File: config.mk
export PLATFORM = sky130hd
export DESIGN_NAME = controlUnit
export DESIGN_NICKNAME = d
export VERILOG_FILES = /design/src/design/cpuCtrlPkg.sv /design/src/design/dpCtrlIf.sv /design/src/design/memStrobeIf.sv /design/src/design/branchUnit.sv /design/src/design/busCycleGen.sv /design/src/design/controlUnit.sv /design/src/design/instrDecoder.sv /design/src/design/phaseSequencer.sv
export SDC_FILE = /design/constraint.sdc
export NUM_CORES = 1
export LEC_CHECK = 0
export ABC_AREA = 0
export BUFFER_PORTS_ARGS = -buffer_cell sky130_fd_sc_hd__buf_4
export CAP_MARGIN = 25
export CORE_MARGIN = 2
export CORE_UTILIZATION = 54
export DETAILED_ROUTE_END_ITERATION = 6
export GPL_ROUTABILITY_DRIVEN = 0
export HOLD_SLACK_MARGIN = 0.03
export PLACE_DENSITY_LB_ADDON = 0.08
export SYNTH_ARGS = -nofsm -noshare
export SYNTH_HDL_FRONTEND = slang
export SYNTH_SLANG_ARGS = --single-unit
File: constraint.sdc
create_clock -name Clock -period 4.77 [get_ports Clock]
set_input_delay 0.477 -clock Clock [delete_from_list [all_inputs] [get_ports Clock]]
set_output_delay 0.477 -clock Clock [all_outputs]
set_load 0.02 [all_outputs]
File: src/design/cpuCtrlPkg.sv
// encodings are specific to this core; the assembler must use the same opcode values
package cpuCtrlPkg;

   localparam int OpcodeMsb = 7;               // instruction field is [7:0]
   localparam int OpcodeLsb = 3;               // opcode in [7:3]
   localparam int CondWidth = 3;               // branch condition in [2:0]

   localparam int FlagWidth = 4;
   localparam int FlagZ     = 0;
   localparam int FlagN     = 1;
   localparam int FlagV     = 2;
   localparam int FlagC     = 3;

   typedef enum logic [4:0] {
      ADD    = 5'h00,
      ADDI   = 5'h01,
      ADDIB  = 5'h02,
      ADC    = 5'h03,
      ADCI   = 5'h04,
      SUB    = 5'h05,
      SUBI   = 5'h06,
      SUBIB  = 5'h07,
      SUC    = 5'h08,
      SUCI   = 5'h09,
      NEG    = 5'h0a,
      CMP    = 5'h0b,
      CMPI   = 5'h0c,
      AND    = 5'h0d,
      OR     = 5'h0e,
      XOR    = 5'h0f,
      NOT    = 5'h10,
      NAND   = 5'h11,
      NOR    = 5'h12,
      LSL    = 5'h13,
      LSR    = 5'h14,
      ASR    = 5'h15,
      LUI    = 5'h16,
      LLI    = 5'h17,
      LDW    = 5'h18,
      STW    = 5'h19,
      BRANCH = 5'h1f
   } opcodeT;

   typedef enum logic [2:0] {
      BR  = 3'd0,
      BE  = 3'd1,
      BNE = 3'd2,
      BLT = 3'd3,
      BGE = 3'd4
   } branchT;                                  // codes 5..7 never taken

   typedef enum logic [4:0] {
      FnA, FnADD, FnADC, FnSUB, FnSUC, FnNEG, FnAND, FnOR, FnXOR,
      FnNOT, FnNAND, FnNOR, FnLSL, FnLSR, FnASR, FnLUI, FnLLI
   } aluFnT;

   typedef enum logic {Op1Rd1, Op1Pc}     op1SelT;
   typedef enum logic {Op2Imm, Op2Rd2}    op2SelT;
   typedef enum logic {ImmShort, ImmLong} immSelT;
   typedef enum logic {WdAlu, WdSys}      wdSelT;
   typedef enum logic {Rs1Ra, Rs1Rd}      rs1SelT;
   typedef enum logic {Pc1, PcAluOut}     pcSelT;

   typedef enum logic {Fetch, Execute} majorStateT;

   typedef enum logic [2:0] {
      Cycle0, Cycle1, Cycle2, Cycle3, Cycle4
   } subCycleT;

   typedef enum logic [1:0] {MemNone, MemLoad, MemStore} memKindT;

endpackage

File: src/design/dpCtrlIf.sv
// purely combinational bundle, valid only while the instruction field is held stable
`timescale 1ns/1ps

interface dpCtrlIf;
   import cpuCtrlPkg::*;

   aluFnT  aluOp;
   op1SelT op1Sel;
   op2SelT op2Sel;
   immSelT immSel;
   wdSelT  wdSel;
   rs1SelT rs1Sel;
   pcSelT  pcSel;
   logic   aluEn;                              // alu result onto system bus
   logic   aluWe;                              // alu output register load
   logic   regWe;
   logic   pcWe;
   logic   pcEn;                               // pc onto system bus
   logic   irWe;

   modport dec (
      output aluOp, op1Sel, op2Sel, immSel, wdSel, rs1Sel, pcSel,
      output aluEn, aluWe, regWe, pcWe, pcEn, irWe
   );

   modport top (
      input aluOp, op1Sel, op2Sel, immSel, wdSel, rs1Sel, pcSel,
      input aluEn, aluWe, regWe, pcWe, pcEn, irWe
   );
endinterface

File: src/design/memStrobeIf.sv
// fixed-timing memory strobes with no wait states; strobes other than ale and enb are active low
`timescale 1ns/1ps

interface memStrobeIf;
   logic ale;                                  // address phase
   logic nMe;                                  // memory select
   logic nOe;                                  // output enable
   logic nWe;                                  // write strobe
   logic enb;                                  // read data capture
   logic memEn;                                // pad direction, high while reading

   modport gen (
      output ale, nMe, nOe, nWe, enb, memEn
   );

   modport top (
      input ale, nMe, nOe, nWe, enb, memEn
   );
endinterface

File: src/design/branchUnit.sv
// status register updates only on statusWe; a branch sees flags from earlier instructions
`timescale 1ns/1ps

module branchUnit (
   input  logic                               Clock,
   input  logic                               nReset,
   input  logic [cpuCtrlPkg::FlagWidth-1:0]   flags,
   input  logic                               statusWe,
   input  cpuCtrlPkg::branchT                 cond,
   output logic                               carry,
   output logic                               takeBranch
);
   import cpuCtrlPkg::*;

   logic [FlagWidth-1:0] statusReg;
   logic                 signedLess;

   always_ff @(posedge Clock or negedge nReset) begin
      if (!nReset) begin
         statusReg <= '0;
      end else if (statusWe) begin
         statusReg <= flags;
      end
   end

   assign carry      = statusReg[FlagC];
   assign signedLess = statusReg[FlagN] ^ statusReg[FlagV]; // n != v

   always_comb begin
      case (cond)
         BR:      takeBranch = 1'b1;
         BE:      takeBranch = statusReg[FlagZ];
         BNE:     takeBranch = !statusReg[FlagZ];
         BLT:     takeBranch = signedLess;
         BGE:     takeBranch = !signedLess;
         default: takeBranch = 1'b0;           // reserved codes
      endcase
   end

endmodule

File: src/design/busCycleGen.sv
// strobes assume memory answers within the fixed cycles; there is no wait input
`timescale 1ns/1ps

module busCycleGen (
   input  cpuCtrlPkg::majorStateT majorState,
   input  cpuCtrlPkg::subCycleT   subCycle,
   input  cpuCtrlPkg::memKindT    memKind,
   memStrobeIf.gen                bus
);
   import cpuCtrlPkg::*;

   logic isLoad;

   assign isLoad = (memKind == MemLoad);

   always_comb begin
      bus.ale   = 1'b0;
      bus.nMe   = 1'b1;
      bus.nOe   = 1'b1;
      bus.nWe   = 1'b1;
      bus.enb   = 1'b0;
      bus.memEn = 1'b0;
      if (majorState == Fetch) begin
         case (subCycle)
            Cycle0: bus.ale = 1'b1;            // pc address out
            Cycle1: begin
               bus.nMe   = 1'b0;
               bus.nOe   = 1'b0;
               bus.memEn = 1'b1;
            end
            Cycle2: begin
               bus.nMe   = 1'b0;
               bus.nOe   = 1'b0;
               bus.memEn = 1'b1;
               bus.enb   = 1'b1;               // instruction captured
            end
            default: begin                     // ir loads from the latched bus
               bus.nOe   = 1'b0;
               bus.memEn = 1'b1;
            end
         endcase
      end else if (memKind != MemNone) begin
         case (subCycle)
            Cycle1: bus.ale = 1'b1;
            Cycle2: begin
               bus.nMe   = 1'b0;
               bus.nOe   = !isLoad;
               bus.memEn = isLoad;
            end
            Cycle3: begin
               bus.nMe   = 1'b0;
               bus.nOe   = !isLoad;
               bus.nWe   = isLoad;             // write pulse on store
               bus.memEn = isLoad;
               bus.enb   = isLoad;
            end
            Cycle4: begin
               bus.nOe   = !isLoad;
               bus.memEn = isLoad;
            end
            default: bus.ale = 1'b0;           // Cycle0 is the address add
         endcase
      end
   end

endmodule

File: src/design/controlUnit.sv
// OpcodeCondIn must hold from fetch Cycle3 to the last execute cycle; no interrupts or link register
`timescale 1ns/1ps

module controlUnit (
   input  logic                               Clock,
   input  logic                               nReset,
   input  logic [cpuCtrlPkg::OpcodeMsb:0]     OpcodeCondIn,
   input  logic [cpuCtrlPkg::FlagWidth-1:0]   Flags,
   output cpuCtrlPkg::aluFnT                  AluOp,
   output cpuCtrlPkg::op1SelT                 Op1Sel,
   output cpuCtrlPkg::op2SelT                 Op2Sel,
   output cpuCtrlPkg::immSelT                 ImmSel,
   output cpuCtrlPkg::wdSelT                  WdSel,
   output cpuCtrlPkg::rs1SelT                 Rs1Sel,
   output cpuCtrlPkg::pcSelT                  PcSel,
   output logic                               AluEn,
   output logic                               AluWe,
   output logic                               RegWe,
   output logic                               PcWe,
   output logic                               PcEn,
   output logic                               IrWe,
   output logic                               MemEn,
   output logic                               nWE,
   output logic                               nOE,
   output logic                               nME,
   output logic                               ENB,
   output logic                               ALE,
   output logic                               CFlag
);
   import cpuCtrlPkg::*;

   majorStateT majorState;
   subCycleT   subCycle;
   memKindT    memKind;
   branchT     branchCond;
   logic       statusWe;
   logic       takeBranch;

   dpCtrlIf    dpBus ();
   memStrobeIf memBus ();

   assign branchCond = branchT'(OpcodeCondIn[CondWidth-1:0]);

   phaseSequencer uSeq (
      .Clock      (Clock),
      .nReset     (nReset),
      .memKind    (memKind),
      .majorState (majorState),
      .subCycle   (subCycle)
   );

   instrDecoder uDec (
      .opcodeCond (OpcodeCondIn),
      .majorState (majorState),
      .subCycle   (subCycle),
      .takeBranch (takeBranch),
      .memKind    (memKind),
      .statusWe   (statusWe),
      .dp         (dpBus)
   );

   busCycleGen uBus (
      .majorState (majorState),
      .subCycle   (subCycle),
      .memKind    (memKind),
      .bus        (memBus)
   );

   branchUnit uBranch (
      .Clock      (Clock),
      .nReset     (nReset),
      .flags      (Flags),
      .statusWe   (statusWe),
      .cond       (branchCond),
      .carry      (CFlag),
      .takeBranch (takeBranch)
   );

   assign AluOp  = dpBus.aluOp;
   assign Op1Sel = dpBus.op1Sel;
   assign Op2Sel = dpBus.op2Sel;
   assign ImmSel = dpBus.immSel;
   assign WdSel  = dpBus.wdSel;
   assign Rs1Sel = dpBus.rs1Sel;
   assign PcSel  = dpBus.pcSel;
   assign AluEn  = dpBus.aluEn;
   assign AluWe  = dpBus.aluWe;
   assign RegWe  = dpBus.regWe;
   assign PcWe   = dpBus.pcWe;
   assign PcEn   = dpBus.pcEn;
   assign IrWe   = dpBus.irWe;

   assign ALE    = memBus.ale;
   assign nME    = memBus.nMe;
   assign nOE    = memBus.nOe;
   assign nWE    = memBus.nWe;
   assign ENB    = memBus.enb;
   assign MemEn  = memBus.memEn;

endmodule

File: src/design/instrDecoder.sv
// opcode bits are decoded from fetch Cycle3 onward; earlier fetch cycles ignore them
`timescale 1ns/1ps

module instrDecoder (
   input  logic [cpuCtrlPkg::OpcodeMsb:0] opcodeCond,
   input  cpuCtrlPkg::majorStateT         majorState,
   input  cpuCtrlPkg::subCycleT           subCycle,
   input  logic                           takeBranch,
   output cpuCtrlPkg::memKindT            memKind,
   output logic                           statusWe,
   dpCtrlIf.dec                           dp
);
   import cpuCtrlPkg::*;

   opcodeT  opcode;
   memKindT opKind;
   aluFnT   aluFn;

   assign opcode    = opcodeT'(opcodeCond[OpcodeMsb:OpcodeLsb]);
   assign opKind    = (opcode == LDW) ? MemLoad : (opcode == STW) ? MemStore : MemNone;

   always_comb begin
      case (opcode)
         ADD, ADDI, ADDIB:            aluFn = FnADD;
         ADC, ADCI:                   aluFn = FnADC;
         SUB, SUBI, SUBIB, CMP, CMPI: aluFn = FnSUB;
         SUC, SUCI:                   aluFn = FnSUC;
         NEG:                         aluFn = FnNEG;
         AND:                         aluFn = FnAND;
         OR:                          aluFn = FnOR;
         XOR:                         aluFn = FnXOR;
         NOT:                         aluFn = FnNOT;
         NAND:                        aluFn = FnNAND;
         NOR:                         aluFn = FnNOR;
         LSL:                         aluFn = FnLSL;
         LSR:                         aluFn = FnLSR;
         ASR:                         aluFn = FnASR;
         LUI:                         aluFn = FnLUI;
         LLI:                         aluFn = FnLLI;
         default:                     aluFn = FnADD; // address and branch target adds
      endcase
   end

   always_comb begin
      dp.aluOp  = FnA;
      dp.op1Sel = Op1Rd1;
      dp.op2Sel = Op2Imm;
      dp.immSel = ImmLong;
      dp.wdSel  = WdAlu;
      dp.rs1Sel = Rs1Ra;
      dp.pcSel  = Pc1;
      dp.aluEn  = 1'b0;
      dp.aluWe  = 1'b0;
      dp.regWe  = 1'b0;
      dp.pcWe   = 1'b0;
      dp.pcEn   = 1'b0;
      dp.irWe   = 1'b0;
      statusWe  = 1'b0;
      memKind   = MemNone;
      if (majorState == Fetch) begin
         dp.pcEn = (subCycle == Cycle0);       // pc drives the fetch address
         if (subCycle == Cycle3) begin
            dp.irWe = 1'b1;
            memKind = opKind;
         end
      end else begin
         memKind = opKind;
         case (subCycle)
            Cycle0: begin
               case (opcode)
                  ADD, ADDI, ADDIB, ADC, ADCI, SUB, SUBI, SUBIB, SUC, SUCI, NEG,
                  CMP, CMPI, AND, OR, XOR, NOT, NAND, NOR, LSL, LSR, ASR: begin
                     dp.aluOp = aluFn;
                     dp.pcEn  = 1'b1;
                     dp.pcWe  = 1'b1;
                     dp.regWe = (opcode != CMP) && (opcode != CMPI); // compares keep rd
                     statusWe = 1'b1;
                     case (opcode)
                        ADD, ADC, SUB, SUC, CMP, AND, OR, XOR, NAND, NOR:
                           dp.op2Sel = Op2Rd2;
                        ADDI, ADCI, SUBI, SUCI, CMPI, LSL, LSR, ASR:
                           dp.immSel = ImmShort;
                        ADDIB, SUBIB:
                           dp.rs1Sel = Rs1Rd;  // byte immediate against rd
                        default:
                           dp.op2Sel = Op2Imm; // NEG and NOT use op1 only
                     endcase
                  end
                  LUI, LLI: begin
                     dp.aluOp  = aluFn;
                     dp.rs1Sel = Rs1Rd;
                     dp.aluEn  = 1'b1;
                     dp.regWe  = 1'b1;
                     dp.pcWe   = 1'b1;
                  end
                  LDW, STW: begin              // effective address add
                     dp.aluOp  = aluFn;
                     dp.immSel = ImmShort;
                     dp.aluEn  = 1'b1;
                     dp.aluWe  = 1'b1;
                  end
                  BRANCH: begin
                     dp.aluOp  = aluFn;
                     dp.op1Sel = Op1Pc;        // pc plus long offset
                     dp.aluEn  = 1'b1;
                     dp.pcWe   = 1'b1;
                     dp.pcSel  = takeBranch ? PcAluOut : Pc1;
                  end
                  default: dp.pcWe = 1'b1;     // undefined opcode skips ahead
               endcase
            end
            Cycle1: begin                      // hold address during ale
               dp.aluOp  = FnADD;
               dp.immSel = ImmShort;
               dp.aluEn  = 1'b1;
            end
            Cycle2: begin                      // rd through alu for store data
               dp.rs1Sel = Rs1Rd;
               dp.aluEn  = 1'b1;
               dp.aluWe  = 1'b1;
            end
            Cycle3: dp.aluEn = (opKind == MemStore);
            default: begin                     // Cycle4 completes the access
               dp.pcWe  = 1'b1;
               dp.aluEn = (opKind == MemStore);
               if (opKind == MemLoad) begin
                  dp.wdSel = WdSys;
                  dp.regWe = 1'b1;
               end
            end
         endcase
      end
   end

endmodule

File: src/design/phaseSequencer.sv
// memKind is sampled only in execute Cycle0; every other step is unconditional
`timescale 1ns/1ps

module phaseSequencer (
   input  logic                   Clock,
   input  logic                   nReset,
   input  cpuCtrlPkg::memKindT    memKind,
   output cpuCtrlPkg::majorStateT majorState,
   output cpuCtrlPkg::subCycleT   subCycle
);
   import cpuCtrlPkg::*;

   majorStateT majorNext;
   subCycleT   subNext;

   always_comb begin
      majorNext = majorState;
      subNext   = subCycle;
      if (majorState == Fetch) begin
         case (subCycle)
            Cycle0: subNext = Cycle1;
            Cycle1: subNext = Cycle2;
            Cycle2: subNext = Cycle3;
            default: begin                     // Cycle3 ends the fetch
               majorNext = Execute;
               subNext   = Cycle0;
            end
         endcase
      end else begin
         case (subCycle)
            Cycle0: begin
               if (memKind == MemNone) begin   // single-cycle op done
                  majorNext = Fetch;
                  subNext   = Cycle0;
               end else begin
                  subNext = Cycle1;
               end
            end
            Cycle1: subNext = Cycle2;
            Cycle2: subNext = Cycle3;
            Cycle3: subNext = Cycle4;
            default: begin                     // Cycle4 or illegal code
               majorNext = Fetch;
               subNext   = Cycle0;
            end
         endcase
      end
   end

   always_ff @(posedge Clock or negedge nReset) begin
      if (!nReset) begin
         majorState <= Fetch;
         subCycle   <= Cycle0;
      end else begin
         majorState <= majorNext;
         subCycle   <= subNext;
      end
   end

endmodule

==> flow_summary_export.csv, run 1 <==
group,metric,value,unit
status,outcome,"completed",
critical_path,cp_data_required_time,4.29,ns
floorplanning,die-height,49.3,um
route,num_vias,1252,
yosys,yosysMostFrequentCell,"nor2_1",
yosys,netlist_instances,151,
clock_tree,clkTransAtPathRegs,0.05,ns
final_layout,n_antenna_cell,0,
yosys,synth-compound-area-share,0.280,
global_routing,first_global_vias,1057,
global_routing,global_route.usage.met2,0.374,
yosys,synth-async-reset-ratio,1.00,
global_routing,grt_pass1_wl,4870,um
critical_path,reg2reg_depth,4,
yosys,synth_ff_type,"dfrtp_1",
sta,setup_viol,0,
critical_path,cp-start-kind,"input port",
pwr,switching_share,0.493,
route,avgViaCountPerCell,6.08,
yosys,synthTopCellsByArea,"dfrtp_1, a21oi_1, nor2_1, ha_1, mux2_4",
pwr,leakage,0.000643,uW
clock_tree,clk-insertion-delay-late,0.26,ns
pwr,seqPwrFrac,0.236,
route,wl_per_cell,13.7,um
sta,rsz0062_at_grt,"no",
route,wirelength,2830,um
route,drtIter0Drc,57,
yosys,yosysUniqueCellTypes,47,
yosys,synthAdderAreaFrac,0.0564,
min_path,hold_path.class,"in2reg",
sta,worst_pin_slew,0.493,ns
yosys,synth_top_area_share,0.180,
floorplanning,ioPinCount,38,
pwr,clockPowerShare,0.075,
sta,slew_violations,0,
global_routing,overflow,0,
pwr,p_sw,342,uW
yosys,ys_seq_elements,8,
clock_tree,clockRootBuffer,"clkbuf_4",
sta,setup_tns,0,ns
final_layout,layout-drive-gt1-share,0.274,
global_routing,grt_use_met3,0.0951,
floorplanning,die_area,2430,um^2
yosys,synth_top_cell_by_area,"dfrtp_1",
global_routing,antenna_found_initial,0,
placement,place_ws,1.97,ns
sta,min_period,2.82,ns
yosys,syn_area_per_cell,7.35,um^2
min_path,hold_path_depth,2,
sta,max_freq,355,MHz
yosys,synthTopCellsByCount,"nor2_1, a21oi_1, nand2_1",
final_layout,fin_util,0.714,
global_routing,top_usage_layer,"met2",
global_routing,grt_use_total,0.254,
critical_path,critPathArrivalTime,2.34,ns
pwr,power.internal,351,uW
sta,worst_slack,1.95,ns
route,drtPass1Iterations,4,
yosys,yosysWarnings,0,
clock_tree,cts_tree,"yes",
final_layout,area_growth_syn_to_layout,24.9,%
global_routing,met1_usage,0.354,
floorplanning,die_x,49.3,um
critical_path,critPathKind,"in2out",
yosys,yosys.area_share.simple,0.278,
yosys,synth_area,1110,um^2
placement,port_buffers,37,
clock_tree,cts_buffers,3,
route,drc_errors,0,
clock_tree,cts_resized,0,
placement,dp_hpwl,2180,um
final_layout,nNetsFinal,200,
pwr,vdd_drop_max,0.601,mV
clock_tree,clock_path_buffers,2,
sta,fin_crit_sh,0.591,
route,antenna_left,0,
yosys,synth_top_family_by_area,"compound AO/OA/AOI/OAI gates",
clock_tree,clock-sinks,8,
floorplanning,start_util,0.572,
sta,hold_violations,0,
floorplanning,rows,16,
yosys,synth_xor_area_frac,0.0158,
global_routing,grt_max_degree,20,
pwr,total_power,693,uW
job,drv_cap,0,
sta,relSlewSlack,0.668,
pwr,power_density,500,nW/um^2
critical_path,cp_max_fo,9,
pwr,pwr-share-comb,0.688,
yosys,syn-num-nets,170,
yosys,synth_edf_count,0,
yosys,seq_area_frac_synth,0.180,
floorplanning,coreArea,1940,um^2
sta,fin_skew,0.00259,ns
critical_path,endpoint_kind,"output port",
yosys,synthMuxAreaShare,0.101,
clock_tree,htreeDepth,1,
-- metal layers --
metal,wire [um],vias up
met5,0,-
met4,9,0
met3,349,2
met2,1290,83
met1,1180,562
li1,-,605
-- power by group through the flow --
stage	logic, uW	clock network, uW	registers [uW]
after floorplan	362	0	123
after CTS	478	55.3	162
after global routing	521	56.9	173
final	477	52.0	164
after global placement	471	0	163
after detailed placement	475	0	163
-- repair_timing --
action | CTS | global route
hold buffers | 1 | 0
buffers inserted | 0 | 0
setup endpoints to repair | 0 | 0
endpoints found under the hold margin | 8 | 0
-- stage by stage --
stage	area, um^2	hold slack [ns]	instances
2_1_floorplan	1110	0.181	151
3_3_place_gp	1350	0.297	202
3_5_place_dp	1350	0.299	202
4_1_cts	1390	0.441	206
5_1_grt	1390	0.446	206
6_report	1390	0.452	206
-- layout by cell type (no fill, tap or decap), types with 2 or more instances in the layout --
cell type  count
ha_1           5
nor3_1         9
or3_1          2
a31oi_1        3
mux2_4         4
o22ai_1        3
nor2_1        20
nor2b_1        5
a311o_1        2
nor4_1         2
dfrtp_1        8
nand2b_1       4
and3b_1        3
nand2_1       12
a21oi_1       15
clkbuf_4       3
o21ai_0        6
buf_4         37
mux2i_1        3
inv_1          7
-- area by class of cell --
class	count	area (um^2)
Sequential cell	8	200
Multi-Input combinational cell	122	812
Tap cell	27	33.8
Clock buffer	3	22.5
Timing Repair Buffer	38	288
Inverter	8	30.0
Fill cell	173	556
-- sequential cells by signal (all words and copies together) (netlist names) --
register,cells
uSeq.majorState,1
uBranch.statusReg,4
uSeq.subCycle,3
-- cells by family (layout without fill, tap and decap cells) --
kind of cell | Yosys count | after routing
compound gates | 45 | 45
xor+xnor | 2 | 2
fa+ha+maj | 5 | 5
buf+inv | 21 | 49
flops | 8 | 8
mux | 8 | 8
simple gates | 62 | 62
-- path summary, 6_finish.rpt --
kind,from,end,slack (ns)
min in group asynchronous,nReset,uSeq.subCycle[1],0.57
max in group asynchronous,nReset,uBranch.statusReg[0],4.07
setup reg to reg,uSeq.subCycle[2],uBranch.statusReg[1],3.05
setup / recovery,OpcodeCondIn[3],AluOp[2],1.95
hold / removal,Flags[2],uBranch.statusReg[2],0.45
hold reg to reg,uBranch.statusReg[3],uBranch.statusReg[3],0.53
-- worst max-delay path: stages --
cell and delay (ns):
buf_4 0.14, ha_1 0.31, nor2_1 0.23, a2111oi_0 0.13
a311o_1 0.35, nor4_1 0.40, nor3_1 0.13, buf_4 0.18
Note: power is estimated with default switching activity, not from simulation.
==> run 2, diff against run 1 <==
--- a/config.mk
+++ b/config.mk
@@ -9,7 +9,7 @@
 export BUFFER_PORTS_ARGS = -buffer_cell sky130_fd_sc_hd__buf_4
 export CAP_MARGIN = 25
 export CORE_MARGIN = 2
-export CORE_UTILIZATION = 54
+export CORE_UTILIZATION = 45
 export DETAILED_ROUTE_END_ITERATION = 6
 export GPL_ROUTABILITY_DRIVEN = 0
 export HOLD_SLACK_MARGIN = 0.03
==> constraint.sdc (replaced) <==
create_clock -name Clock -period 2.4 [get_ports Clock]
set_input_delay 0.24 -clock Clock [delete_from_list [all_inputs] [get_ports Clock]]
set_output_delay 0.24 -clock Clock [all_outputs]
set_load 0.02 [all_outputs]
==> run 2 against run 1 <==
Against the previous run:
- critical path depth up 1
- via count rose by 2.1%
- sequential power increased by 59%
- critical path type unchanged
- critical endpoint is now AluOp[3]
- largest cell class unchanged
==> flow_summary_export.csv, run 2 (synthesis gave the netlist of run 1 again) <==
group,metric,value,unit
final_layout,nNetsFinal,207,
sta,hold_ws,0.213,ns
pwr,pwr-share-comb,0.748,
critical_path,critPathSlowestCell,"ha_1",
sta,max_freq,433,MHz
floorplanning,rows,17,
sta,worst_pin_slew,0.475,ns
final_layout,layout-drive-gt1-share,0.323,
final_layout,multi_input_area,828,um^2
sta,hold_violations,0,
floorplanning,coreArea,2280,um^2
sta,worst_slack,0.0920,ns
route,wirelength,3190,um
pwr,power_density,993,nW/um^2
clock_tree,clock-sinks,8,
floorplanning,die_x,53.7,um
critical_path,worst-path-buf-inv,3,
critical_path,cp-start-kind,"input port",
sta,slew_violations,0,
critical_path,cp_max_fo,11,
route,drtIter0Drc,56,
pwr,switching_share,0.485,
critical_path,critPathArrivalTime,2.07,ns
final_layout,area_growth_syn_to_layout,31.2,%
critical_path,critPathKind,"in2out",
final_layout,largest_register,"uBranch.statusReg",
pwr,clockPowerShare,0.072,
global_routing,grt_max_degree,20,
global_routing,overflow,0,
placement,dp_hpwl,2310,um
route,wl_per_cell,14.9,um
critical_path,cp_top_family,"compound AO/OA/AOI/OAI gates",
final_layout,n_antenna_cell,0,
sta,setup_tns,0,ns
critical_path,path_cells,"buf_4 -> inv_1 -> ha_1 -> nand2b_1 -> a221oi_1 -> a311o_1 -> nor4_2 -> nor3_1 -> buf_4",
pwr,total_power,1450,uW
placement,port_buffers,37,
clock_tree,cts_tree,"yes",
clock_tree,clock_path_buffers,2,
sta,relSlewSlack,0.684,
critical_path,max_stage_delay,0.38,ns
route,avgViaCountPerCell,5.97,
sta,min_period,2.31,ns
clock_tree,htreeDepth,1,
final_layout,reg_top3,"uBranch.statusReg: 4 flops, uSeq.subCycle: 3 flops, uSeq.majorState: 1 flops",
pwr,vdd_drop_max,0.876,mV
floorplanning,die_area,2880,um^2
status,outcome,"completed",
global_routing,antenna_found_initial,0,
sta,fin_skew,0.00710,ns
critical_path,cp_data_required_time,2.16,ns
min_path,hold_path.class,"in2reg",
pwr,p_sw,702,uW
final_layout,largest_reg_flops,4,
critical_path,cpMostUsedCell,"buf_4",
sta,fin_crit_sh,0.962,
clock_tree,clockRootBuffer,"clkbuf_4",
pwr,leakage,0.000679,uW
global_routing,grt_use_total,0.241,
global_routing,grt_pass1_wl,5170,um
final_layout,regArea,200,um^2
clock_tree,clkTransAtPathRegs,0.06,ns
clock_tree,clk-insertion-delay-late,0.26,ns
pwr,seqPwrFrac,0.180,
route,antenna_left,0,
final_layout,layout_common_cells,"buf_4, nor2_1, a21oi_1",
floorplanning,start_util,0.488,
clock_tree,cts_buffers,3,
final_layout,fillCellCount,204,
floorplanning,die-height,53.7,um
route,drc_errors,0,
pwr,power.internal,745,uW
final_layout,final_common_cell,"buf_4",
job,drv_cap,0,
global_routing,first_global_vias,1151,
floorplanning,ioPinCount,38,
placement,place_ws,0.0370,ns
critical_path,endpoint_kind,"output port",
sta,setup_viol,0,
route,drtPass1Iterations,4,
route,num_vias,1278,
run 2: cell count changes in the layout (fill, tap and decap cells not counted), sizes merged:
cell and change:
buf +7
run 2: worst paths after layout:
kind	start	to	slack, ns	cells after the start
hold / removal	Flags[3]	uBranch.statusReg[3]	0.21	2
min in group asynchronous	nReset	uSeq.subCycle[2]	0.34	2
max in group asynchronous	nReset	uSeq.majorState	1.92	2
setup reg to reg	uSeq.subCycle[2]	uBranch.statusReg[0]	0.91	4
hold reg to reg	uBranch.statusReg[3]	uBranch.statusReg[3]	0.53	1
setup / recovery	OpcodeCondIn[4]	AluOp[3]	0.09	9
run 2: worst register-to-register path, cell delays in order (launching register included):
cell and delay [ns]:
dfrtp_1 0.37, nand2b_1 0.19, nor3_1 0.26, o31a_4 0.25, mux2_4 0.30
run 2: per-layer routing:
| metal | part of all wire | routed length [um] | track usage | vias to the layer above |
|---|---|---|---|---|
| met5 | 0 | 0 | 0 | - |
| met4 | 0.0069 | 22 | 0.0513 | 0 |
| met3 | 0.092 | 293 | 0.0556 | 4 |
| met2 | 0.47 | 1500 | 0.394 | 86 |
| met1 | 0.43 | 1370 | 0.321 | 570 |
| li1 | - | - | - | 618 |
run 2: through the flow:
stage                     cell area (um^2)   util  instances
after floorplan                       1110      -        151
after global placement                1400  0.615        209
after detailed placement              1400  0.615        209
after CTS                             1430  0.629        213
after global routing                  1460  0.640        214
final                                 1460  0.640        214
run 2: layout make-up:
cell class	count	area share
repair buffers	45	0.234
flip-flops and latches	8	0.137
inverters	8	0.0206
clock buffers	3	0.0155
multi-input cells	122	0.569
well taps	28	0.0241
run 2: power groups by stage:
stage | combinational [uW] | clock [uW] | sequential, uW
after floorplan | 720 | 0 | 245
after global placement | 1050 | 0 | 258
after detailed placement | 1060 | 0 | 257
after CTS | 1070 | 110 | 259
after global routing | 1190 | 118 | 269
final | 1080 | 105 | 260
run 2: timing repair:
action	CTS	global route
hold buffers	1	0
endpoints found under the hold margin	8	0
setup endpoints to repair	0	6
gates resized for setup	0	5
buffers inserted	0	1
==> run 3, diff against run 2 <==
==> constraint.sdc (replaced) <==
create_clock -name Clock -period 2.1 [get_ports Clock]
set_input_delay 0.21 -clock Clock [delete_from_list [all_inputs] [get_ports Clock]]
set_output_delay 0.21 -clock Clock [all_outputs]
set_load 0.02 [all_outputs]
==> run 3 against run 2 <==
Against the previous run:
- combinational power rose by 23%
- count of clock-buffer cells in the layout is the same
- first-iteration DRC count shrank 46%
- design area increased by 14%
- clock skew shrank 0.0048 ns
- critical path type unchanged
- critical path depth increased by 1
- largest cell class unchanged
- register-to-register slack worse by 0.33 ns
- routed wire length rose by 5.6%
==> flow_summary_export.csv, run 3 (synthesis gave the netlist of run 1 again) <==
group,metric,value,unit
sta,setup_viol,0,
final_layout,fin_util,0.731,
critical_path,path_cells,"buf_4 -> inv_2 -> ha_4 -> nand2_1 -> a221oi_1 -> a311o_1 -> nor4_1 -> buf_4 -> nor3_1 -> buf_4",
clock_tree,clock-sinks,8,
global_routing,grt_use_total,0.251,
sta,worst_pin_slew,0.418,ns
clock_tree,cts_tree,"yes",
clock_tree,cts_buffers,3,
sta,fin_skew,0.00230,ns
job,drv_cap,0,
global_routing,antenna_found_initial,0,
critical_path,critPathArrivalTime,1.89,ns
final_layout,n_antenna_cell,0,
clock_tree,htreeDepth,1,
sta,rsz0062_at_grt,"yes",
final_layout,area_growth_syn_to_layout,49.8,%
sta,max_freq,476,MHz
sta,min_period,2.10,ns
floorplanning,start_util,0.488,
final_layout,largest_reg_flops,4,
clock_tree,clk-insertion-delay-late,0.25,ns
floorplanning,rows,17,
sta,setup_tns,0,ns
final_layout,layout_common_cells,"buf_4, nor2_1, a21oi_1",
status,outcome,"completed",
route,drtPass1Iterations,4,
route,drc_errors,0,
critical_path,endpoint_kind,"output port",
sta,slew_violations,0,
clock_tree,clkTransAtPathRegs,0.05,ns
global_routing,first_global_vias,1294,
placement,port_buffers,37,
pwr,leakage,0.000771,uW
global_routing,grt_pass1_wl,5440,um
final_layout,final_area,1660,um^2
pwr,total_power,1750,uW
critical_path,critPathSlowestCell,"a221oi_1",
route,antenna_left,0,
critical_path,max_stage_delay,0.37,ns
route,num_vias,1342,
clock_tree,clock_path_buffers,2,
critical_path,cp_top_family,"compound AO/OA/AOI/OAI gates",
critical_path,cp_data_required_time,1.89,ns
final_layout,nNetsFinal,225,
critical_path,critPathKind,"in2out",
sta,relSlewSlack,0.721,
global_routing,grt_max_degree,20,
route,wl_per_cell,14.5,um
floorplanning,ioPinCount,38,
final_layout,final_common_cell,"buf_4",
floorplanning,die_area,2880,um^2
placement,dp_hpwl,2540,um
sta,hold_violations,0,
final_layout,layout-drive-gt1-share,0.446,
min_path,hold_path.class,"in2reg",
pwr,power_density,1050,nW/um^2
critical_path,cpMostUsedCell,"buf_4",
floorplanning,die_x,53.7,um
floorplanning,coreArea,2280,um^2
critical_path,worst-path-buf-inv,4,
critical_path,cp-start-kind,"input port",
route,wirelength,3370,um
pwr,vdd_drop_max,0.755,mV
final_layout,largest_register,"uBranch.statusReg",
floorplanning,die-height,53.7,um
final_layout,reg_top3,"uBranch.statusReg: 4 flops, uSeq.subCycle: 3 flops, uSeq.majorState: 1 flops",
sta,fin_crit_sh,1.00,
global_routing,overflow,0,
clock_tree,clockRootBuffer,"clkbuf_4",
placement,post_dp_cell_area,1520,um^2
route,avgViaCountPerCell,5.78,
route,drtIter0Drc,30,
critical_path,cp_max_fo,5,
-- run 3: cell type report --
cell class / count / area (um^2)
Multi-Input combinational cell: 122 / 898
Fill cell: 170 / 613
Timing Repair Buffer: 63 / 475
Sequential cell: 8 / 201
Tap cell: 28 / 35.0
Inverter: 8 / 30.0
Clock buffer: 3 / 22.5
-- run 3: what timing repair did --
item,in CTS,in global routing
hold buffers,1,0
setup buffers,1,3
setup endpoints to repair,5,8
pin swaps,1,3
resized for setup,7,15
hold endpoints to repair,8,0
-- run 3: through the flow --
stage	setup WS [ns]	std cells	hold slack (ns)
2_1_floorplan	0.119	151	-0.0856
4_1_cts	0.00414	229	0.189
3_3_place_gp	-0.0234	224	0.0302
3_5_place_dp	-0.0858	224	0.0315
5_1_grt	-0.0860	232	0.177
6_report	0.000180	232	0.192
-- run 3: final timing paths --
kind | start | to | slack (ns) | cells past startpoint
max | OpcodeCondIn[4] | AluOp[3] | 0.0002 | 10
min | Flags[2] | uBranch.statusReg[2] | 0.19 | 2
max reg2reg | uSeq.subCycle[2] | uBranch.statusReg[3] | 0.58 | 4
min reg2reg | uBranch.statusReg[3] | uBranch.statusReg[3] | 0.51 | 1
max in group asynchronous | nReset | uSeq.subCycle[0] | 1.66 | 2
min in group asynchronous | nReset | uSeq.majorState | 0.31 | 2
-- run 3: power breakdown --
part / switching, uW / leakage (uW) / internal, uW
Combinational: 712 / 0.000661 / 616
Sequential: 73.2 / 0.0000966 / 233
Clock: 51.9 / 0.0000138 / 65.4
-- run 3: routing by layer --
metal,vias up,part of all wire,GRT usage
met5,-,0,0
met4,0,0.0098,0.111
met3,4,0.040,0.0139
met2,38,0.52,0.447
met1,641,0.43,0.307
li1,659,-,-
